$ cat src/hdl/simd_settings.svh
// shared widths and opcodes; the vector length must stay a multiple of 8 to fit the adder tree
`ifndef SIMD_SETTINGS_SVH
`define SIMD_SETTINGS_SVH

// element and result width
`define SIMD_DATA_WIDTH     16
`define SIMD_VECTOR_LENGTH  16

// 256 words per memory
`define SIMD_ADDR_WIDTH     8

// instruction layout is {opcode, src, dst}
`define SIMD_OPCODE_WIDTH   3
`define SIMD_INST_WIDTH     19

`define SIMD_OP_DOT         3'd1
`define SIMD_OP_LOAD_INPUT  3'd3
`define SIMD_OP_LOAD_WEIGHT 3'd4
`define SIMD_OP_READ        3'd5

`endif

$ cat src/hdl/simd_pkg.sv
// types only, all unsigned; vec_t packs element k at bits 16k upward
`include "simd_settings.svh"

package simd_pkg;

    // one element or one dot-product result
    typedef logic [`SIMD_DATA_WIDTH-1:0] data_t;

    typedef logic [`SIMD_ADDR_WIDTH-1:0] addr_t;

    // flat vector, element 0 in the low bits
    typedef logic [`SIMD_VECTOR_LENGTH*`SIMD_DATA_WIDTH-1:0] vec_t;

    typedef logic [`SIMD_INST_WIDTH-1:0] inst_t;

    typedef logic [`SIMD_OPCODE_WIDTH-1:0] opcode_t;

    // {ADD2, ADD1, ADD0, MUL}
    typedef logic [3:0] pipe_status_t;

endpackage

$ cat src/hdl/inst_decoder.sv
// i_valid is a single-cycle strobe with no back-pressure; opcodes 0, 2, 6 and 7 are ignored
`timescale 1ns/100ps
`include "simd_settings.svh"

module inst_decoder (
    input  logic                clk,
    input  logic                reset_ff,

    input  logic                i_valid,
    input  simd_pkg::inst_t     i_instruction,

    // input memory
    output logic                o_imem_wen,
    output simd_pkg::addr_t     o_imem_waddr,
    output logic                o_imem_ren,
    output simd_pkg::addr_t     o_imem_raddr,

    // output memory read side
    output logic                o_omem_ren,
    output simd_pkg::addr_t     o_omem_raddr,

    // dot pipeline
    output logic                o_weight_load,
    output logic                o_dot_valid,
    output simd_pkg::addr_t     o_dot_dst,

    output logic                o_done
);

    localparam int AW = `SIMD_ADDR_WIDTH;

    simd_pkg::opcode_t  opcode;
    simd_pkg::addr_t    src_addr;
    simd_pkg::addr_t    dst_addr;

    logic               is_dot;
    logic               is_load_input;
    logic               is_load_weight;
    logic               is_read;

    logic               dot_valid_ff;
    simd_pkg::addr_t    dot_dst_ff;
    logic               done_ff;

    // {opcode, src, dst}
    assign opcode   = i_instruction[`SIMD_INST_WIDTH-1 -: `SIMD_OPCODE_WIDTH];
    assign src_addr = i_instruction[2*AW-1 -: AW];
    assign dst_addr = i_instruction[AW-1:0];

    assign is_dot         = i_valid && (opcode == `SIMD_OP_DOT);
    assign is_load_input  = i_valid && (opcode == `SIMD_OP_LOAD_INPUT);
    assign is_load_weight = i_valid && (opcode == `SIMD_OP_LOAD_WEIGHT);
    assign is_read        = i_valid && (opcode == `SIMD_OP_READ);

    // cycle 0 strobes
    assign o_imem_wen    = is_load_input;
    assign o_imem_waddr  = dst_addr;
    assign o_imem_ren    = is_dot;
    assign o_imem_raddr  = src_addr;
    assign o_omem_ren    = is_read;
    assign o_omem_raddr  = src_addr;
    assign o_weight_load = is_load_weight;

    always_ff @(posedge clk) begin
        if (reset_ff) begin
            dot_valid_ff <= 1'b0;
            done_ff      <= 1'b0;
        end else begin
            dot_valid_ff <= is_dot;
            // ack for loads and reads, one cycle after issue
            done_ff      <= is_load_input | is_load_weight | is_read;
        end
    end

    // dst travels with the input memory read data
    always_ff @(posedge clk) begin
        if (is_dot) begin
            dot_dst_ff <= dst_addr;
        end
    end

    assign o_dot_valid = dot_valid_ff;
    assign o_dot_dst   = dot_dst_ff;
    assign o_done      = done_ff;

endmodule

$ cat config.mk
export PLATFORM = sky130hd
export DESIGN_NAME = inst_decoder
export DESIGN_NICKNAME = d
export VERILOG_FILES = /design/src/hdl/simd_pkg.sv /design/src/hdl/inst_decoder.sv
export VERILOG_INCLUDE_DIRS = /design/src /design/src/hdl
export SDC_FILE = /design/constraint.sdc
export NUM_CORES = 1
export LEC_CHECK = 0
export BUFFER_PORTS_ARGS = -buffer_cell sky130_fd_sc_hd__buf_2
export CORE_MARGIN = 2
export CORE_UTILIZATION = 32
export DETAILED_ROUTE_END_ITERATION = 16
export PLACE_DENSITY = 0.76
export SYNTH_ARGS = -nofsm -noshare
export SYNTH_HDL_FRONTEND = slang
export SYNTH_SLANG_ARGS = --single-unit
$ cat constraint.sdc
create_clock -name clk -period 0.95 [get_ports clk]
set_input_delay 0.0475 -clock clk [delete_from_list [all_inputs] [get_ports clk]]
set_output_delay 0.0475 -clock clk [all_outputs]
set_load 0.05 [all_outputs]
==> flow_summary.ini <==
[outcome]
status = completed

[yosys]
synth_seq_cells = 10
ys_warn_count = 0
synth_nets = 66
netlist_instances = 44
synth.avg_cell_area_um2 = 12.2
synthesis.area_um2 = 538
ys_types = 12
yosysSeqAreaShare = 0.521

[grt]
grt_usage = 0.0932
grt_pass1_wl_um = 1340
antenna_found_initial = 0
grt_max_degree = 11
gr-total-overflow = 0
grt_pass1_vias = 343

[setup_path]
arrival_ns = 0.85
crit_start = i_instruction[17]
critPathRequiredTime_ns = 0.90
end_kind = primary output
startpoint_type = primary input
crit_path_end = o_imem_ren
path_class = primary input to primary output
worst-path-max-fanout = 10

[placement]
routabilityCongestion = 0.603
preCtsSetupSlack_ns = 0.0205
port_buffers = 35
dp.final_hpwl_um = 658

[clock_tree]
cts-htree-levels = 1
cts_tree = yes
cts_made_buffers = 3
post-cts-setup-buffers = 0
clockBufferDepth = 2
clkTransAtPathRegs_ns = 0.06
cts.sinks = 10
clock-root-buffer = clkbuf_4

[detailed_routing]
routed_via_density = 4.36
vias = 371
drt-total-wl_um = 854
wl_per_cell_um = 10.0
first_pass_iters = 3
ant_nets = 0
drtIter0Drc = 15
drc = 0

[timing]
relSlewSlack = 0.831
layout_setup_ws_ns = 0.0534
period_share = 0.944
fmax_mhz = 1120
tightest_slew_ns = 0.255
fin_crit_ns = 0.897
slew_violations = 0
rsz0062_at_grt = no
final.setup.tns_ns = 0
hold_viol_final = 0
setup_violations = 0
holdWs_ns = 0.0575

[die]
die_h_um = 45.0
die-area_um2 = 2030
io_pins = 60
die_x_um = 45.0
start_util = 0.349
core_area_um2 = 1540
fp-row-count = 14

[power]
irDropWorstVdd_mv = 0.490
power_density_nw_per_um2 = 1560
leakagePower_nw = 0.325

[final_layout]
area_growth_syn_to_layout_pct = 30.7
fin_nets = 92
num_antenna_cells = 0
layout-drive-gt1-share = 0.638

[hold_path]
hold_path.class = primary input to flop

[run]
maxCapViolations = 0
==> cells in the final DEF, fill, tap and decap left out, drive strengths merged <==
cell,count
buf,35
dlygate4sd3,9
edfxtp,8
clkbuf,5
nand2b,2
dfxtp,2
and4bb,1
nand2,1
nor3b,1
and4b,1
nor3,1
nor2b,1
nand3b,1
a21oi,1
==> area by class of cell <==
| cell class | count | area [um2] |
|---|---|---|
| Clock buffer | 4 | 36.3 |
| Tap cell | 16 | 20.0 |
| Sequential cell | 10 | 280 |
| Timing Repair Buffer | 45 | 275 |
| Fill cell | 151 | 838 |
| Multi-Input combinational cell | 10 | 91.3 |
==> cells in the mapped netlist <==
master	number	area [um2]
a21oi_1	1	5.00
and4b_1	1	10.0
and4bb_1	1	12.5
buf_4	24	180
dfxtp_1	2	40.0
edfxtp_1	8	240
nand2_1	1	3.75
nand2b_1	2	12.5
nand3b_1	1	7.51
nor2b_4	1	13.8
nor3_1	1	5.00
nor3b_1	1	7.51
==> power breakdown <==
part	total, mW	internal, mW	switching [mW]
registers	0.489	0.486	0.00244
logic	0.248	0.0807	0.167
clock network	0.363	0.232	0.131
total	1.10	0.799	0.301
==> cells by family after synthesis <==
group | Yosys count | synth area share
simple gates | 9 | 0.135
compound gates | 1 | 0.00929
flops | 10 | 0.521
buf+inv | 24 | 0.335
==> metal layers <==
metal | track usage | wire length [um] | vias to the layer above
li1 | - | - | 176
met1 | 0.0907 | 303 | 153
met2 | 0.146 | 350 | 30
met3 | 0.0320 | 172 | 12
met4 | 0.100 | 27 | 0
met5 | 0 | 0 | -
==> worst max-delay path, cell delays in order <==
cell      delay [ns]
buf_2           0.10
and4bb_4        0.43
clkbuf_4        0.27
==> per-stage QoR <==
step                      std cells   util  cell area [um2]  power, mW
final                            85  0.456              703       1.10
after global placement           72  0.373              574      0.718
after floorplan                  44      -              552      0.851
after global routing             85  0.456              703       1.16
after detailed placement         72  0.373              574      0.720
after CTS                        85  0.455              701       1.12
==> registers in the layout, indices dropped and copies added (netlist names) <==
register / cells
o_done: 1
o_dot_dst: 8
o_dot_valid: 1
==> worst min path at each step <==
stage                 startpoint              end  slack (ns)  cells past startpoint
2_1_floorplan           reset_ff      o_dot_valid        0.11                      1
3_3_place_gp   i_instruction[13]  o_imem_raddr[5]         0.1                      0
3_5_place_dp   i_instruction[13]  o_imem_raddr[5]         0.1                      0
4_1_cts                  i_valid           o_done        0.05                      3
5_1_grt                  i_valid           o_done        0.05                      3
6_report                 i_valid           o_done        0.06                      3
==> repair_timing <==
action | 4_1_cts | 5_1_grt
resized for setup | 0 | 1
hold endpoints to repair | 9 | 0
hold buffers | 9 | 0
setup endpoints to repair | 0 | 1
(Power assumes the default switching activity.)
