--- src/hdl/simd_settings.svh ---
// shared widths and opcodes; the vector length must stay a multiple of 8 to fit the adder tree
`ifndef SIMD_SETTINGS_SVH
`define SIMD_SETTINGS_SVH

// element and result width
`define SIMD_DATA_WIDTH     16
`define SIMD_VECTOR_LENGTH  16

// 256 words per memory
`define SIMD_ADDR_WIDTH     8

// instruction layout is {opcode, src, dst}
`define SIMD_OPCODE_WIDTH   3
`define SIMD_INST_WIDTH     19

`define SIMD_OP_DOT         3'd1
`define SIMD_OP_LOAD_INPUT  3'd3
`define SIMD_OP_LOAD_WEIGHT 3'd4
`define SIMD_OP_READ        3'd5

`endif

--- src/hdl/simd_pkg.sv ---
// types only, all unsigned; vec_t packs element k at bits 16k upward
`include "simd_settings.svh"

package simd_pkg;

    // one element or one dot-product result
    typedef logic [`SIMD_DATA_WIDTH-1:0] data_t;

    typedef logic [`SIMD_ADDR_WIDTH-1:0] addr_t;

    // flat vector, element 0 in the low bits
    typedef logic [`SIMD_VECTOR_LENGTH*`SIMD_DATA_WIDTH-1:0] vec_t;

    typedef logic [`SIMD_INST_WIDTH-1:0] inst_t;

    typedef logic [`SIMD_OPCODE_WIDTH-1:0] opcode_t;

    // {ADD2, ADD1, ADD0, MUL}
    typedef logic [3:0] pipe_status_t;

endpackage

--- src/hdl/simd_sram.sv ---
// one write and one registered read port, no reset, contents undefined until written
`timescale 1ns/100ps

module simd_sram #(
    parameter int WIDTH = 16
) (
    input  logic                clk,

    input  logic                i_wen,
    input  simd_pkg::addr_t     i_waddr,
    input  logic [WIDTH-1:0]    i_wdata,

    input  logic                i_ren,
    input  simd_pkg::addr_t     i_raddr,
    output logic [WIDTH-1:0]    o_rdata
);

    localparam int DEPTH = 1 << $bits(simd_pkg::addr_t);

    logic [WIDTH-1:0] mem [0:DEPTH-1];
    logic [WIDTH-1:0] rdata_ff;

    always_ff @(posedge clk) begin
        if (i_wen) begin
            mem[i_waddr] <= i_wdata;
        end
    end

    // read data holds while the port is idle
    always_ff @(posedge clk) begin
        if (i_ren) begin
            rdata_ff <= mem[i_raddr];
        end
    end

    assign o_rdata = rdata_ff;

endmodule

--- config.mk ---
export PLATFORM = sky130hd
export DESIGN_NAME = simd_sram
export DESIGN_NICKNAME = d
export VERILOG_FILES = /design/src/hdl/simd_pkg.sv /design/src/hdl/simd_sram.sv
export VERILOG_INCLUDE_DIRS = /design/src /design/src/hdl
export SDC_FILE = /design/constraint.sdc
export NUM_CORES = 2
export LEC_CHECK = 0
export CAP_MARGIN = 15
export CORE_MARGIN = 3
export CORE_UTILIZATION = 30
export DETAILED_ROUTE_END_ITERATION = 6
export DONT_BUFFER_PORTS = 1
export GPL_ROUTABILITY_DRIVEN = 0
export PLACE_DENSITY = 0.49
export SLEW_MARGIN = 5
export SYNTH_ARGS = -nofsm -noshare
export SYNTH_HDL_FRONTEND = slang
export SYNTH_SLANG_ARGS = --single-unit
--- constraint.sdc ---
create_clock -name clk -period 4 [get_ports clk]
set_input_delay 0.8 -clock clk [delete_from_list [all_inputs] [get_ports clk]]
set_output_delay 0.8 -clock clk [all_outputs]
set_load 0.02 [all_outputs]
==> out/metrics.csv <==
stage,metric,value,unit
outcome,status,finished with violations,
outcome,violations,max-slew violations,
synth,synth.cell_area,158900,µm²
timing,rsz0062_at_grt,no,
synth,yosysSeqAreaShare,77.72,%
timing,fin_ws,109.7,ps
critical_path,cp-end-kind,flip-flop,
detailed_routing,dr.pass1.iters,6,
floorplanning,die_area,538400,µm²
timing,finClkSkew,64.24,ps
power_and_ir_drop,switchingPower,0.01891,W
power_and_ir_drop,p_comb_share,4.3,%
critical_path,start_kind,input port,
synth,syn_avg_cell_area,21.59,µm²
global_routing,grt_pass1_wl,646.3,mm
cells_and_area,finish.utilization,35.39,%
timing,finalCriticalPeriod,3890,ps
power_and_ir_drop,p_leak,58.64,nW
global_routing,grt_max_degree,257,
worst_hold_path,min_path_type,input port to flip-flop,
place,placed_area,171900,µm²
critical_path,ff2ff_setup_slack,710,ps
floorplanning,dieHeight,733.7,µm
timing,worst_pin_slew,1675,ps
clock_network,htreeDepth,5,
clock_network,cts_sinks,4112,
place,io_buffer_count,0,
timing,fin_crit_sh,97.26,%
clock_network,cts_buffer_depth,4,
power_and_ir_drop,clkPwrFrac,43.1,%
timing,maxSlewHeadroom,-11.64,%
critical_path,arrival,4660,ps
floorplanning,fp.dieW,733.7,µm
critical_path,path_class,input port to flip-flop,
cells_and_area,fillCellCount,48370,
clock_network,postCtsSetupRepairBufs,0,
flow_run,max-cap-violations,0,
cells_and_area,area_growth,17.19,%
cells_and_area,layout_common_cells,"edfxtp_1 (4112), mux4_2 (797), buf_4 (697), mux2i_1 (565), clkbuf_16 (437)",
cells_and_area,design_area,186200,µm²
cells_and_area,final_common_cell,edfxtp_1,
timing,fmax,0.2570,GHz
synth,yosys_warnings,0,
power_and_ir_drop,p_per_area,487.6,nW/µm²
clock_network,clk_pin_slew,60,ps
detailed_routing,vias,79840,
power_and_ir_drop,p_seq_share,52.5,%
cells_and_area,drive_gt1_share,28.29,%
clock_network,cts_root_buf,clkbuf_16,
floorplanning,ios,51,
floorplanning,fp.coreArea,526200,µm²
detailed_routing,finalWirelength,464.1,mm
clock_network,cts_tree,built,
synth,syn_inst,7360,
detailed_routing,ant_nets,0,
detailed_routing,routedWlPerCell,30.00,µm
timing,setup_viol,0,
place,pre_cts_slack,-2143,ps
synth,synth_nets,7395,
critical_path,required,4770,ps
global_routing,overflow,0,
critical_path,cp_max_fo,130,
power_and_ir_drop,internal_power,0.07187,W
clock_network,clock_latency,1000,ps
global_routing,grt_use_total,16.77,%
detailed_routing,vias_per_cell,5.161,
global_routing,grt_pass1_vias,79740,
global_routing,antenna_found_initial,21,
synth,synth_cell_type_count,51,
power_and_ir_drop,p_sw_share,20.83,%
detailed_routing,drc_errors,0,
floorplanning,rows,266,
timing,hold_viol_final,0,
cells_and_area,nets,8161,
detailed_routing,drt_iter0_drc,9323,
clock_network,cts_inserted_buffers,429,
timing,finalMaxSlewViolations,64,
synth,ys_seq_elements,4112,
floorplanning,initial_core_util,30.19,%
power_and_ir_drop,ir_drop,349.6,µV
place,dpl.hpwl,266.1,mm
final timing paths:
path | startpoint | to | cells past startpoint
worst max register to register | mem[3][14]$_DFFE_PP_ | o_rdata[14]$_DFFE_PP_ | 7
worst max-delay path | i_raddr[1] | o_rdata[12]$_DFFE_PP_ | 12
worst min-delay path | i_wdata[5] | mem[94][5]$_DFFE_PP_ | 0
worst min register to register | mem[218][11]$_DFFE_PP_ | o_rdata[11]$_DFFE_PP_ | 6
flip-flops by register name, summed over array words and instances (netlist names):
name	count
mem	4096
o_rdata	16
routing by layer:
layer  GRT usage, %  wire [µm]
met5              0         39
met4          4.158      12050
met3          2.707      30880
met2          27.39     224400
met1          23.42     196700
cell usage after synthesis, drive strengths merged:
cell type | number | area [µm²]
a22o | 32 | 280.3
or3b | 1 | 8.760
and3 | 11 | 68.82
and4 | 2 | 17.52
nor3 | 92 | 460.4
mux2 | 88 | 991.0
a211oi | 18 | 135.1
nor2b | 9 | 56.30
o31ai | 16 | 120.1
nor2 | 304 | 1141
or4b | 1 | 10.01
inv | 4 | 15.01
nand4b | 3 | 26.28
clkbuf | 230 | 863.3
o21ai | 38 | 190.2
edfxtp | 4112 | 123500
a221oi | 28 | 245.2
o22ai | 148 | 925.9
nor4bb | 2 | 20.02
mux4 | 797 | 17950
nand2 | 38 | 142.6
a31oi | 6 | 37.54
nand3b | 1 | 7.510
nand3 | 35 | 175.2
and2 | 2 | 12.52
mux2i | 565 | 5655
a21o | 2 | 15.01
buf | 222 | 1809
nand4 | 26 | 162.7
a22oi | 43 | 322.8
or3 | 2 | 12.51
o32ai | 21 | 191.4
a2111oi | 6 | 52.55
o221ai | 253 | 2222
a21oi | 175 | 875.8
nand2b | 3 | 18.77
nor4 | 18 | 118.9
or2 | 5 | 31.28
nor3b | 1 | 7.510
area by class of cell:
cell class                      instances  area (µm²)  area share, %
Sequential cell                      4112      123500          66.32
Antenna cell                           15       37.54        0.02016
Tap cell                             6968        8718          4.682
Inverter                                4       27.53        0.01478
Clock inverter                        257        2469          1.326
Multi-Input combinational cell       2792       33150          17.81
Clock buffer                          533       11250          6.044
Timing Repair Buffer                  787        7054          3.789
metrics by stage:
step / hold WS (ps) / setup TNS [ps] / total power [W] / std cells
finish: 121.0 / 0 / 0.09078 / 15470
global route: 21.38 / 0 / 0.09357 / 15450
CTS: 2.419 / 0 / 0.09167 / 15450
detailed placement: 934.4 / -28800 / 0.05236 / 14640
global placement: 936.0 / -26620 / 0.05235 / 14630
floorplan: 898.9 / 0 / 0.05083 / 7360
critical path, cell delays in order:
cell	delay, ps
buf_16	420
buf_16	500
nor2b_1	270
buf_4	210
buf_4	130
buf_4	110
a221oi_1	80
o21ai_0	260
buf_4	180
nand4_1	350
or3_1	470
nor4_1	240
kinds of logic (layout without fill, tap and decap cells):
| logic type | after synthesis | after routing | synth area share (%) |
|---|---|---|---|
| compound gates | 786 | 786 | 3.534 |
| buf+inv | 456 | 1581 | 1.692 |
| flops | 4112 | 4112 | 77.72 |
| mux | 1450 | 1450 | 15.48 |
| other cells | 0 | 15 | 0 |
| simple gates | 556 | 556 | 1.573 |
repair_timing:
action,in CTS,in global routing
gates cloned,4,2
gates resized for setup,2,1
setup endpoints to repair,16,7
pin swaps,1,0
hold endpoints to repair,288,4
hold buffers,17,2
power groups by stage:
stage / sequential [W] / combinational, W / clock, W
finish: 0.0477 / 0.00394 / 0.0392
global route: 0.0476 / 0.00412 / 0.0418
CTS: 0.0476 / 0.00397 / 0.0401
detailed placement: 0.0486 / 0.00380 / 0
global placement: 0.0485 / 0.00380 / 0
floorplan: 0.0485 / 0.00234 / 0
Note: power is estimated with default switching activity, not from simulation.
